### src/include/dcache_consts.svh
`ifndef DCACHE_CONSTS_SVH
`define DCACHE_CONSTS_SVH

// cache geometry
`define DCACHE_WAYS 4
`define DCACHE_SETS 16

// one line is 4 SRAM rows of 128 bits
`define DCACHE_ROWS 4

// one line is filled by 8 bus beats of 64 bits
`define DCACHE_BEATS 8

// everything at or above this address bypasses the cache
`define DCACHE_DEV_BASE 32'h9000_0000

`endif

### src/logic/axi_pkg.sv
package axi_pkg;

	// byte address on the bus
	typedef logic [31:0] axi_addr_t;

	// one 64-bit beat, also the core data word
	typedef logic [63:0] axi_data_t;

	// one strobe bit per byte of a beat
	typedef logic [7:0] axi_strb_t;

	// burst length minus one
	typedef logic [7:0] axi_len_t;

endpackage

### src/logic/dcache_pkg.sv
package dcache_pkg;

	// the core address, split either for lookup or for the bus burst
	typedef union packed {
		struct packed {
			logic [21:0] tag;
			logic [3:0]  index;
			logic [1:0]  row;
			logic        half;
			logic [2:0]  offset;
		} cache;
		struct packed {
			logic [25:0] line;
			logic [2:0]  beat;
			logic [2:0]  offset;
		} bus;
	} dcache_addr_u;

	typedef enum logic [2:0] {
		IDLE,
		AW_REQ,
		W_DATA,
		B_WAIT,
		AR_REQ,
		R_FILL,
		R_DEV
	} dcache_state_e;

	// one-hot way, or empty for none
	typedef logic [3:0] way_vec_t;

endpackage

### src/logic/dcache_fill_if.sv
`timescale 1ns/100ps

interface dcache_fill_if import axi_pkg::*, dcache_pkg::*; ();

	way_vec_t  sram_en;
	logic      sram_we;
	logic [5:0] sram_row;
	logic      sram_half;
	axi_data_t sram_wdata;
	axi_strb_t sram_mask;
	// marks way sram_en of the indexed set valid
	logic      tag_set;

	modport ctrl (
		output sram_en, sram_we, sram_row, sram_half,
		output sram_wdata, sram_mask, tag_set
	);

	modport tags (
		input sram_en, tag_set
	);

	modport data (
		input sram_en, sram_we, sram_row, sram_half,
		input sram_wdata, sram_mask
	);

endinterface

### src/logic/dcache_ctrl.sv
`timescale 1ns/100ps
`include "dcache_consts.svh"

module dcache_ctrl import axi_pkg::*, dcache_pkg::*; (
	input  logic         clk,
	input  logic         rst,
	input  logic         valid,
	input  logic         wren,
	input  dcache_addr_u addr,
	input  axi_data_t    din,
	input  axi_strb_t    mask,
	output logic         ready,
	input  way_vec_t     way_hit,
	input  way_vec_t     way_free,
	dcache_fill_if.ctrl  fill,
	output axi_data_t    dev_data,
	output axi_addr_t    araddr,
	output axi_len_t     arlen,
	output logic         arvalid,
	input  logic         arready,
	input  axi_data_t    rdata,
	input  logic         rlast,
	input  logic         rvalid,
	output axi_addr_t    awaddr,
	output logic         awvalid,
	input  logic         awready,
	output axi_data_t    wdata,
	output axi_strb_t    wstrb,
	output logic         wlast,
	output logic         wvalid,
	input  logic         wready,
	input  logic         bvalid
);

	localparam int BEAT_W = $clog2(`DCACHE_BEATS);
	localparam int ROW_W  = $clog2(`DCACHE_ROWS);

	dcache_state_e     state;
	dcache_state_e     state_nxt;
	logic [BEAT_W-1:0] beat_cnt;
	way_vec_t          victim;
	way_vec_t          rr_way;
	logic              ready_nxt;
	logic              rready;
	logic              bready;
	logic              cached;
	logic              hit;
	logic              act;

	// read data and write responses are always accepted
	assign rready = 1'b1;
	assign bready = 1'b1;

	assign cached = axi_addr_t'(addr) < `DCACHE_DEV_BASE;
	assign hit    = |way_hit;
	// no new lookup in the ready cycle, the core still shows the old request
	assign act    = valid && !ready;

	// all bus fields come from the core request, which is held until ready
	assign araddr  = cached ? {addr.bus.line, 6'b0} : axi_addr_t'(addr);
	assign arlen   = cached ? axi_len_t'(`DCACHE_BEATS - 1) : '0;
	assign awaddr  = axi_addr_t'(addr);
	assign wdata   = din;
	assign wstrb   = mask;
	assign awvalid = (state == AW_REQ);
	assign wvalid  = (state == W_DATA);
	assign wlast   = wvalid;

	always_comb begin
		state_nxt       = state;
		ready_nxt       = 1'b0;
		arvalid         = 1'b0;
		fill.sram_en    = '0;
		fill.sram_we    = 1'b0;
		fill.sram_row   = {addr.cache.index, addr.cache.row};
		fill.sram_half  = addr.cache.half;
		fill.sram_wdata = din;
		fill.sram_mask  = mask;
		fill.tag_set    = 1'b0;
		case (state)
			IDLE: begin
				if (act && wren) begin
					// write hit merges into the line, memory is always written
					if (cached && hit) begin
						fill.sram_en = way_hit;
						fill.sram_we = 1'b1;
					end
					state_nxt = AW_REQ;
				end else if (act && cached && hit) begin
					fill.sram_en = way_hit;
					ready_nxt    = 1'b1;
				end else if (act) begin
					arvalid   = 1'b1;
					state_nxt = arready ? (cached ? R_FILL : R_DEV) : AR_REQ;
				end
			end
			AW_REQ: if (awready) state_nxt = W_DATA;
			W_DATA: if (wready) state_nxt = B_WAIT;
			B_WAIT: begin
				if (bvalid && bready) begin
					// write miss goes on to allocate the line
					if (cached && !hit) begin
						state_nxt = AR_REQ;
					end else begin
						state_nxt = IDLE;
						ready_nxt = 1'b1;
					end
				end
			end
			AR_REQ: begin
				arvalid = 1'b1;
				if (arready) state_nxt = cached ? R_FILL : R_DEV;
			end
			R_FILL: begin
				if (rvalid && rready) begin
					// two beats per row, even beat in the low half
					fill.sram_en    = victim;
					fill.sram_we    = 1'b1;
					fill.sram_row   = {addr.cache.index, beat_cnt[BEAT_W-1 -: ROW_W]};
					fill.sram_half  = beat_cnt[0];
					fill.sram_wdata = rdata;
					fill.sram_mask  = '1;
					if (rlast) begin
						fill.tag_set = 1'b1;
						state_nxt    = IDLE;
						// a read lets the next lookup hit, a write is done here
						ready_nxt    = wren;
					end
				end
			end
			R_DEV: begin
				if (rvalid && rready) begin
					state_nxt = IDLE;
					ready_nxt = 1'b1;
				end
			end
			default: state_nxt = IDLE;
		endcase
	end

	always_ff @(posedge clk) begin
		if (rst) begin
			state    <= IDLE;
			ready    <= 1'b0;
			beat_cnt <= '0;
			victim   <= '0;
			rr_way   <= way_vec_t'(1);
		end else begin
			state <= state_nxt;
			ready <= ready_nxt;
			if (state == IDLE) begin
				beat_cnt <= '0;
				// free way first, rotating pick once the set is full
				victim   <= (|way_free) ? way_free : rr_way;
			end else if (state == R_FILL && rvalid && rready) begin
				beat_cnt <= beat_cnt + BEAT_W'(1);
			end
			if (fill.tag_set) begin
				rr_way <= {rr_way[`DCACHE_WAYS-2:0], rr_way[`DCACHE_WAYS-1]};
			end
		end
	end

	// uncached read beat, shown on dout in the ready cycle
	always_ff @(posedge clk) begin
		if (state == R_DEV && rvalid && rready) begin
			dev_data <= rdata;
		end
	end

endmodule

### src/flat_wrapper.sv
// flat-port wrapper written by rule: the top's interface ports become plain ports
module dcache_ctrl_flat import axi_pkg::*, dcache_pkg::*;
  (clk, rst, valid, wren, addr, din, mask, ready, way_hit, way_free, dev_data, araddr, arlen, arvalid, arready, rdata, rlast, rvalid, awaddr, awvalid, awready, wdata, wstrb, wlast, wvalid, wready, bvalid, fill_sram_en, fill_sram_we, fill_sram_row, fill_sram_half, fill_sram_wdata, fill_sram_mask, fill_tag_set);
  dcache_fill_if fill_i ();
  input  logic clk;
  input  logic rst;
  input  logic valid;
  input  logic wren;
  input  dcache_addr_u addr;
  input  axi_data_t din;
  input  axi_strb_t mask;
  output logic ready;
  input  way_vec_t way_hit;
  input  way_vec_t way_free;
  output axi_data_t dev_data;
  output axi_addr_t araddr;
  output axi_len_t arlen;
  output logic arvalid;
  input  logic arready;
  input  axi_data_t rdata;
  input  logic rlast;
  input  logic rvalid;
  output axi_addr_t awaddr;
  output logic awvalid;
  input  logic awready;
  output axi_data_t wdata;
  output axi_strb_t wstrb;
  output logic wlast;
  output logic wvalid;
  input  logic wready;
  input  logic bvalid;
  output wire logic [$bits(fill_i.sram_en)-1:0] fill_sram_en;
  output wire logic [$bits(fill_i.sram_we)-1:0] fill_sram_we;
  output wire logic [$bits(fill_i.sram_row)-1:0] fill_sram_row;
  output wire logic [$bits(fill_i.sram_half)-1:0] fill_sram_half;
  output wire logic [$bits(fill_i.sram_wdata)-1:0] fill_sram_wdata;
  output wire logic [$bits(fill_i.sram_mask)-1:0] fill_sram_mask;
  output wire logic [$bits(fill_i.tag_set)-1:0] fill_tag_set;
  assign fill_sram_en = fill_i.sram_en;
  assign fill_sram_we = fill_i.sram_we;
  assign fill_sram_row = fill_i.sram_row;
  assign fill_sram_half = fill_i.sram_half;
  assign fill_sram_wdata = fill_i.sram_wdata;
  assign fill_sram_mask = fill_i.sram_mask;
  assign fill_tag_set = fill_i.tag_set;
  dcache_ctrl u_core (.clk(clk), .rst(rst), .valid(valid), .wren(wren), .addr(addr), .din(din), .mask(mask), .ready(ready), .way_hit(way_hit), .way_free(way_free), .fill(fill_i), .dev_data(dev_data), .araddr(araddr), .arlen(arlen), .arvalid(arvalid), .arready(arready), .rdata(rdata), .rlast(rlast), .rvalid(rvalid), .awaddr(awaddr), .awvalid(awvalid), .awready(awready), .wdata(wdata), .wstrb(wstrb), .wlast(wlast), .wvalid(wvalid), .wready(wready), .bvalid(bvalid));
endmodule
### config.mk
export PLATFORM = sky130hd
export DESIGN_NAME = dcache_ctrl_flat
export DESIGN_NICKNAME = d
export VERILOG_FILES = /design/src/logic/axi_pkg.sv /design/src/logic/dcache_pkg.sv /design/src/logic/dcache_fill_if.sv /design/src/logic/dcache_ctrl.sv /design/src/flat_wrapper.sv
export VERILOG_INCLUDE_DIRS = /design/src /design/src/include
export SDC_FILE = /design/constraint.sdc
export NUM_CORES = 1
export LEC_CHECK = 0
export BUFFER_PORTS_ARGS = -buffer_cell sky130_fd_sc_hd__buf_4
export CAP_MARGIN = 15
export CORE_AREA = 2 2 188 190
export DETAILED_ROUTE_END_ITERATION = 8
export DIE_AREA = 0 0 190 192
export PLACE_DENSITY_LB_ADDON = 0.3
export SLEW_MARGIN = 10
export SYNTH_ARGS = -nofsm -noshare
export SYNTH_HDL_FRONTEND = slang
export SYNTH_SLANG_ARGS = --single-unit
### constraint.sdc
create_clock -name clk -period 4.6 [get_ports clk]
set_clock_uncertainty 0.05 [all_clocks]
set_input_delay 0.92 -clock clk [delete_from_list [all_inputs] [get_ports clk]]
set_output_delay 0.92 -clock clk [all_outputs]
set_load 0.05 [all_outputs]
==> results.cfg, run 1 <==
[run_status]
status = complete, no violations

[timing]
setup_viol = 0
fin_hold_ws_ps = 423
max_slew_margin_pct = 52.7
final.setup.worst_slack_ps = 1050
finalHoldViolCount = 0
setup-tns-final_ps = 0
worst_slew_pin_slew_ps = 708
rsz0062_at_grt = no
layout_min_cycle_time_ps = 3550
max_freq_mhz = 282
period_share_pct = 77.1
slew_viol_final = 0

[clocking]
clock_path_buffers = 2
clkTransAtPathRegs_ps = 60
cts_post_setup_buffers_inserted = 0
cts_tree = yes
htreeDepth = 3
root_buffer = clkbuf_16
cts_buffers = 9
clk_latency_ps = 360
cts_resized = 0
postCtsHoldBufs = 0
clkSinkCount = 79

[synth]
synth.avg_cell_area_um2 = 8.71
synth_top_family_by_area = buffers and inverters
async_flop_share_pct = 0
synthTopCellsByArea = edfxtp_1 (39%), buf_4 (22%), nand2_1 (16%), dfxtp_1 (6.2%), a21oi_1 (1.1%)
synth-main-ff-cell = edfxtp_1
seq_area_frac_synth_pct = 45.6
yosys_register_bits = 79
synth_xor_area_share_pct = 0.719
syn-cell-area_um2 = 4880
synthDistinctLibCells = 45
yosys_warnings = 0
yosysTopAreaCell = edfxtp_1
synth_edf_count = 64
synthAdderAreaFrac_pct = 0.257
synth_mux_area_share_pct = 0.642
synth-simple-area-share_pct = 23.5
synth_top_area_share_pct = 39.4
syn_inst = 560
synth_compound_area_share_pct = 4.95

[placement]
place_congestion = 0.729
io_buffers = 408
dp_hpwl_mm = 18.0
place_area_um2 = 7450
post-place-ws_ps = 1030

[floorplan]
io_pins = 484
die_w_um = 190
die-height_um = 192
die_area_um2 = 36500
row_count = 68
start_util_pct = 14.2
core_um2 = 34300

[grt]
grt_usage_pct = 11.1
grt_max_degree = 65
grt_overflow = 0
grt_pass1_vias = 4390
grt_pass1_wl_mm = 28.8
antenna_found_initial = 0

[power_and_ir_drop]
irDropWorstVdd_uv = 243
p_per_area_nw_per_um2 = 378
leakagePower_uw = 0.00368
p_total_uw = 2920

[critical_path]
path_max_fanout = 11
end_kind = output port
path_class = in -> out
critPathRequiredTime_ps = 3630
cp-start-kind = primary input
critical_path_arrival_ps = 2580

[routing]
drt-total-wl_mm = 21.9
wl_per_cell_um = 17.1
drcViolationCount = 0
ant_nets = 0
drt_iter0_drc = 179
vias = 4619
drt_first_pass_iters = 4
viasPerCell = 3.61

[cells_and_area]
layout_common_cells = buf_4 (411), nand2_1 (208), edfxtp_1 (64)
design_area_um2 = 7730
nets = 1008
antenna_cells = 0
layout_commonest_cell = buf_4
drive_gt1_share_pct = 53.8
syn_to_final_growth_pct = 58.6

[hold_path]
hp-class = reg -> reg

[run]
cap_violations = 0
[area by class of cell]
type,count,area [um^2]
fill,3767,26600
timing repair buffer,414,3150
sequential,79,2220
multi-input combinational,314,1500
tap,455,569
clock buffer,9,225
clock inverter,6,61.3
inverter,3,11.3
[cell families after synthesis]
| group | count (synthesis) |
|---|---|
| xor+xnor | 4 |
| simple gates | 266 |
| other cells | 1 |
| fa+ha+maj | 1 |
| mux | 3 |
| flops | 79 |
| buf+inv | 171 |
| compound gates | 35 |
[sequential cells by signal (all words and copies together), names as in the netlist]
register / count
u_core.victim: 4
u_core.ready: 1
u_core.beat_cnt: 3
u_core.rr_way: 4
u_core.state: 3
u_core.dev_data: 64
[stage by stage]
stage                     util, %  std cells
after floorplan                 -        564
after global placement       21.7       1265
after detailed placement     21.7       1265
after CTS                    22.6       1280
after global routing         22.6       1280
final                        22.6       1280
[report_power, final]
| part | internal [uW] | total, uW | leakage, uW | switching (uW) |
|---|---|---|---|---|
| Combinational | 435 | 1310 | 0.00284 | 872 |
| Sequential | 819 | 883 | 0.000698 | 63.6 |
| Clock | 417 | 734 | 0.000143 | 318 |
| Total | 1670 | 2920 | 0.00368 | 1250 |
[critical path, cell delays in order]
cell and delay [ps]:
buf_4 120, o31a_1 440, inv_1 250, nand3_1 140
nor2_1 310, a22o_1 200, buf_4 200
[worst paths after layout]
path | startpoint | end | slack [ps] | depth (start not counted)
setup reg to reg | u_core.state[2] | u_core.dev_data[27] | 2340 | 3
hold reg to reg | u_core.rr_way[1] | u_core.rr_way[1] | 420 | 2
setup / recovery | addr[30] | fill_sram_en[1] | 1050 | 7
hold / removal | u_core.rr_way[1] | u_core.rr_way[1] | 420 | 2
[Yosys cell counts, types with 2 or more instances]
cell      instances
nand2_1         208
buf_4           143
edfxtp_1         64
dfxtp_1          15
a21oi_1          11
clkbuf_1         11
nor2_1           11
buf_1             9
or2_2             8
nand2b_1          7
a211oi_1          6
and2_1            6
nor3_1            6
buf_2             5
a22o_1            4
nand3_1           4
o21ai_0           4
inv_1             3
nor3b_1           3
xnor2_1           3
mux2i_1           2
nand3b_1          2
nand4_1           2
nor4_1            2
[metal layers]
metal  vias to the layer above  track usage [%]  share of wire [%]
met3                        61             2.87                8.7
met5                         -                0                  0
met2                       259             20.1                 52
li1                       2198                -                  -
met4                         0             5.25                3.2
met1                      2101             11.9                 37
No activity file was read; power rests on OpenSTA's default activity.
==> inputs of run 2 (changes only) <==
--- a/config.mk
+++ b/config.mk
@@ -6,11 +6,12 @@
 export SDC_FILE = /design/constraint.sdc
 export NUM_CORES = 1
 export LEC_CHECK = 0
+export ABC_AREA = 1
 export BUFFER_PORTS_ARGS = -buffer_cell sky130_fd_sc_hd__buf_4
 export CAP_MARGIN = 15
-export CORE_AREA = 2 2 188 190
+export CORE_AREA = 2 2 189 191
 export DETAILED_ROUTE_END_ITERATION = 8
-export DIE_AREA = 0 0 190 192
+export DIE_AREA = 0 0 191 193
 export PLACE_DENSITY_LB_ADDON = 0.3
 export SLEW_MARGIN = 10
 export SYNTH_ARGS = -nofsm -noshare
==> constraint.sdc (replaced) <==
create_clock -name clk -period 3 [get_ports clk]
set_clock_uncertainty 0.05 [all_clocks]
set_input_delay 0.6 -clock clk [delete_from_list [all_inputs] [get_ports clk]]
set_output_delay 0.6 -clock clk [all_outputs]
set_load 0.05 [all_outputs]
==> run 2 against run 1 <==
Effect of this change:
- synthesized cell count up 11%
- final cell count increased by 5.7%
- count of clock-buffer cells in the layout is the same
- worst hold slack worse by 47 ps
- critical path type is now reg -> out
- critical path depth grew 1
==> results.cfg, run 2 <==
[run_status]
status = complete, no violations

[critical_path]
r2r_start = u_core.state[2]
end_kind = output port
timing.critical_path.mode_cell = nand2_1
ff2ff_setup_slack_ps = 1210
slowest_delay_ps = 490
path_class = reg -> out
cp-start-kind = flip-flop
critPathRequiredTime_ps = 2350
cp_slowest_cell = dfxtp_1
crit_buf_inv = 3
critical_path_arrival_ps = 2160
path_max_fanout = 40
setup.worst_path.start = u_core.state[2]
crit_end = fill_sram_wdata[33]
r2r_cells = 8
crit_chain = nand2_1 -> nor2_2 -> nand2_4 -> inv_2 -> buf_4 -> nand2_1 -> nand2_1 -> buf_4
reg2reg_to = u_core.beat_cnt[2]
cp_top_family = buffers and inverters
crit_cells = 8

[placement]
io_buffers = 408
place_area_um2 = 7520
place_congestion = 0.757
dp_hpwl_mm = 17.0
post-place-ws_ps = 415

[synth]
yosys_warnings = 0
yosys_register_bits = 79
synth_top_cells_by_count = nand2_1 (241), buf_4 (146), edfxtp_1 (64)
seq_area_frac_synth_pct = 44.7
synth_top_family_by_area = buffers and inverters
synthTopCellsByArea = edfxtp_1 (39%), buf_4 (22%), nand2_1 (18%), dfxtp_1 (6.0%), inv_1 (2.9%)
synth_top_area_share_pct = 38.7
synth_mux_area_share_pct = 0
synth_xor_area_share_pct = 0
synth-simple-area-share_pct = 24.7
synth-main-ff-cell = edfxtp_1
synthAdderAreaFrac_pct = 0.252
synth_compound_area_share_pct = 3.27
yosysMostFrequentCell = nand2_1
synthDistinctLibCells = 30
synth_edf_count = 64
async_flop_share_pct = 0
yosysTopAreaCell = edfxtp_1
synth.avg_cell_area_um2 = 8.02
syn-cell-area_um2 = 4970
syn_inst = 620

[routing]
vias = 4730
drt_iter0_drc = 198
ant_nets = 0
drcViolationCount = 0
wl_per_cell_um = 15.2
drt-total-wl_mm = 20.6
drt_first_pass_iters = 4
viasPerCell = 3.50

[clocking]
cts_resized = 0
clkTransAtPathRegs_ps = 60
clk_latency_ps = 350
cts_post_setup_buffers_inserted = 0
root_buffer = clkbuf_16
clkSinkCount = 79
htreeDepth = 3
clock_path_buffers = 2
cts_tree = yes
postCtsHoldBufs = 0
cts_buffers = 9

[timing]
layout_min_cycle_time_ps = 2810
max_slew_margin_pct = 54.6
period_share_pct = 93.6
rsz0062_at_grt = no
worst_slew_pin_slew_ps = 676
final.setup.worst_slack_ps = 191
finalHoldViolCount = 0
slew_viol_final = 0
max_freq_mhz = 356
setup_viol = 0

[run]
cap_violations = 0

[cells_and_area]
fin_util_pct = 22.5
seqCellArea_um2 = 2220
design_area_um2 = 7850
largest_registers = u_core.dev_data x64, u_core.rr_way x4, u_core.victim x4
layout_common_cells = buf_4 (413), nand2_1 (241), edfxtp_1 (64)
largest_reg_flops = 64
antenna_cells = 0
multiInputGateArea_um2 = 1430
n_fill_cell = 3836
drive_gt1_share_pct = 50.2
layout_commonest_cell = buf_4
syn_to_final_growth_pct = 57.9
largest-register = u_core.dev_data
nets = 1074

[power_and_ir_drop]
irDropWorstVdd_uv = 303
leakagePower_uw = 0.00392
p_per_area_nw_per_um2 = 613

[grt]
grt_overflow = 0
grt_max_degree = 75
grt_usage_pct = 10.2
grt_pass1_vias = 4445
antenna_found_initial = 0
grt_pass1_wl_mm = 27.6

[floorplan]
row_count = 69
io_pins = 484
start_util_pct = 14.2
die_area_um2 = 36900
die_w_um = 191
core_um2 = 35000
die-height_um = 193

[hold_path]
hp-class = in -> reg
[run 2: changes by cell type after synthesis, sizes merged, moves of 7 or more]
cell    previous run  this run
o21ai              4        15
clkbuf            11         1
inv                3        40
nand2            208       243
nand3              4        14
nand2b             7         0
nor2              11        35
[run 2: area by class of cell]
class | instances | share of cell area [%]
clock buffer | 9 | 2.87
clock inverter | 7 | 1.31
inverter | 40 | 1.91
multi-input combinational | 342 | 18.3
sequential | 79 | 28.3
tap | 461 | 7.35
timing repair buffer | 415 | 40.0
[run 2: stage by stage]
stage	cells	power (uW)	setup TNS, ps	hold slack (ps)
after floorplan	624	3100	-72.4	397
after global placement	1337	3620	0	423
after detailed placement	1337	3620	0	418
after CTS	1353	4920	0	349
after global routing	1353	5080	0	355
final	1353	4810	0	376
[run 2: power breakdown]
group          internal (uW)  total [uW]  switching (uW)
combinational            656        2220            1560
sequential              1280        1350            67.5
clock                    740        1240             504
[run 2: routing by layer]
layer	wire, um	share of wire (%)	GRT usage, %	vias up
met5	0	0	0	-
met1	8170	40	11.9	2135
met2	10200	50	17.9	220
li1	-	-	-	2322
met3	1640	8.0	2.55	53
met4	531	2.6	4.05	0
[run 2: worst min path at each step]
stage	from	to	slack, ps	depth (start not counted)
6_report	rst	u_core.state[0]	380	2
5_1_grt	rdata[30]	u_core.dev_data[30]	360	1
4_1_cts	rst	u_core.state[0]	350	2
3_5_place_dp	u_core.rr_way[1]	u_core.victim[1]	420	2
3_3_place_gp	u_core.rr_way[2]	u_core.victim[2]	420	2
2_1_floorplan	u_core.rr_way[3]	u_core.victim[3]	400	2
[run 2: worst reg2reg max path, cell delays in order, from the launching register on]
cell and delay [ps]:
dfxtp_1 490, nand2_1 110, nor2_2 180, nand2_4 80, inv_2 80, buf_4 370, nand2_1 100, nor2_1 130
nor3_2 60
[run 2: cells by family (layout without fill, tap and decap cells)]
kind of cell | after synthesis | in the layout
AND/OR/NAND/NOR | 306 | 306
buffers and inverters | 203 | 471
flip-flops | 79 | 79
AO/OA/AOI/OAI | 30 | 30
adder cells (fa/ha/maj) | 1 | 1
other | 1 | 5
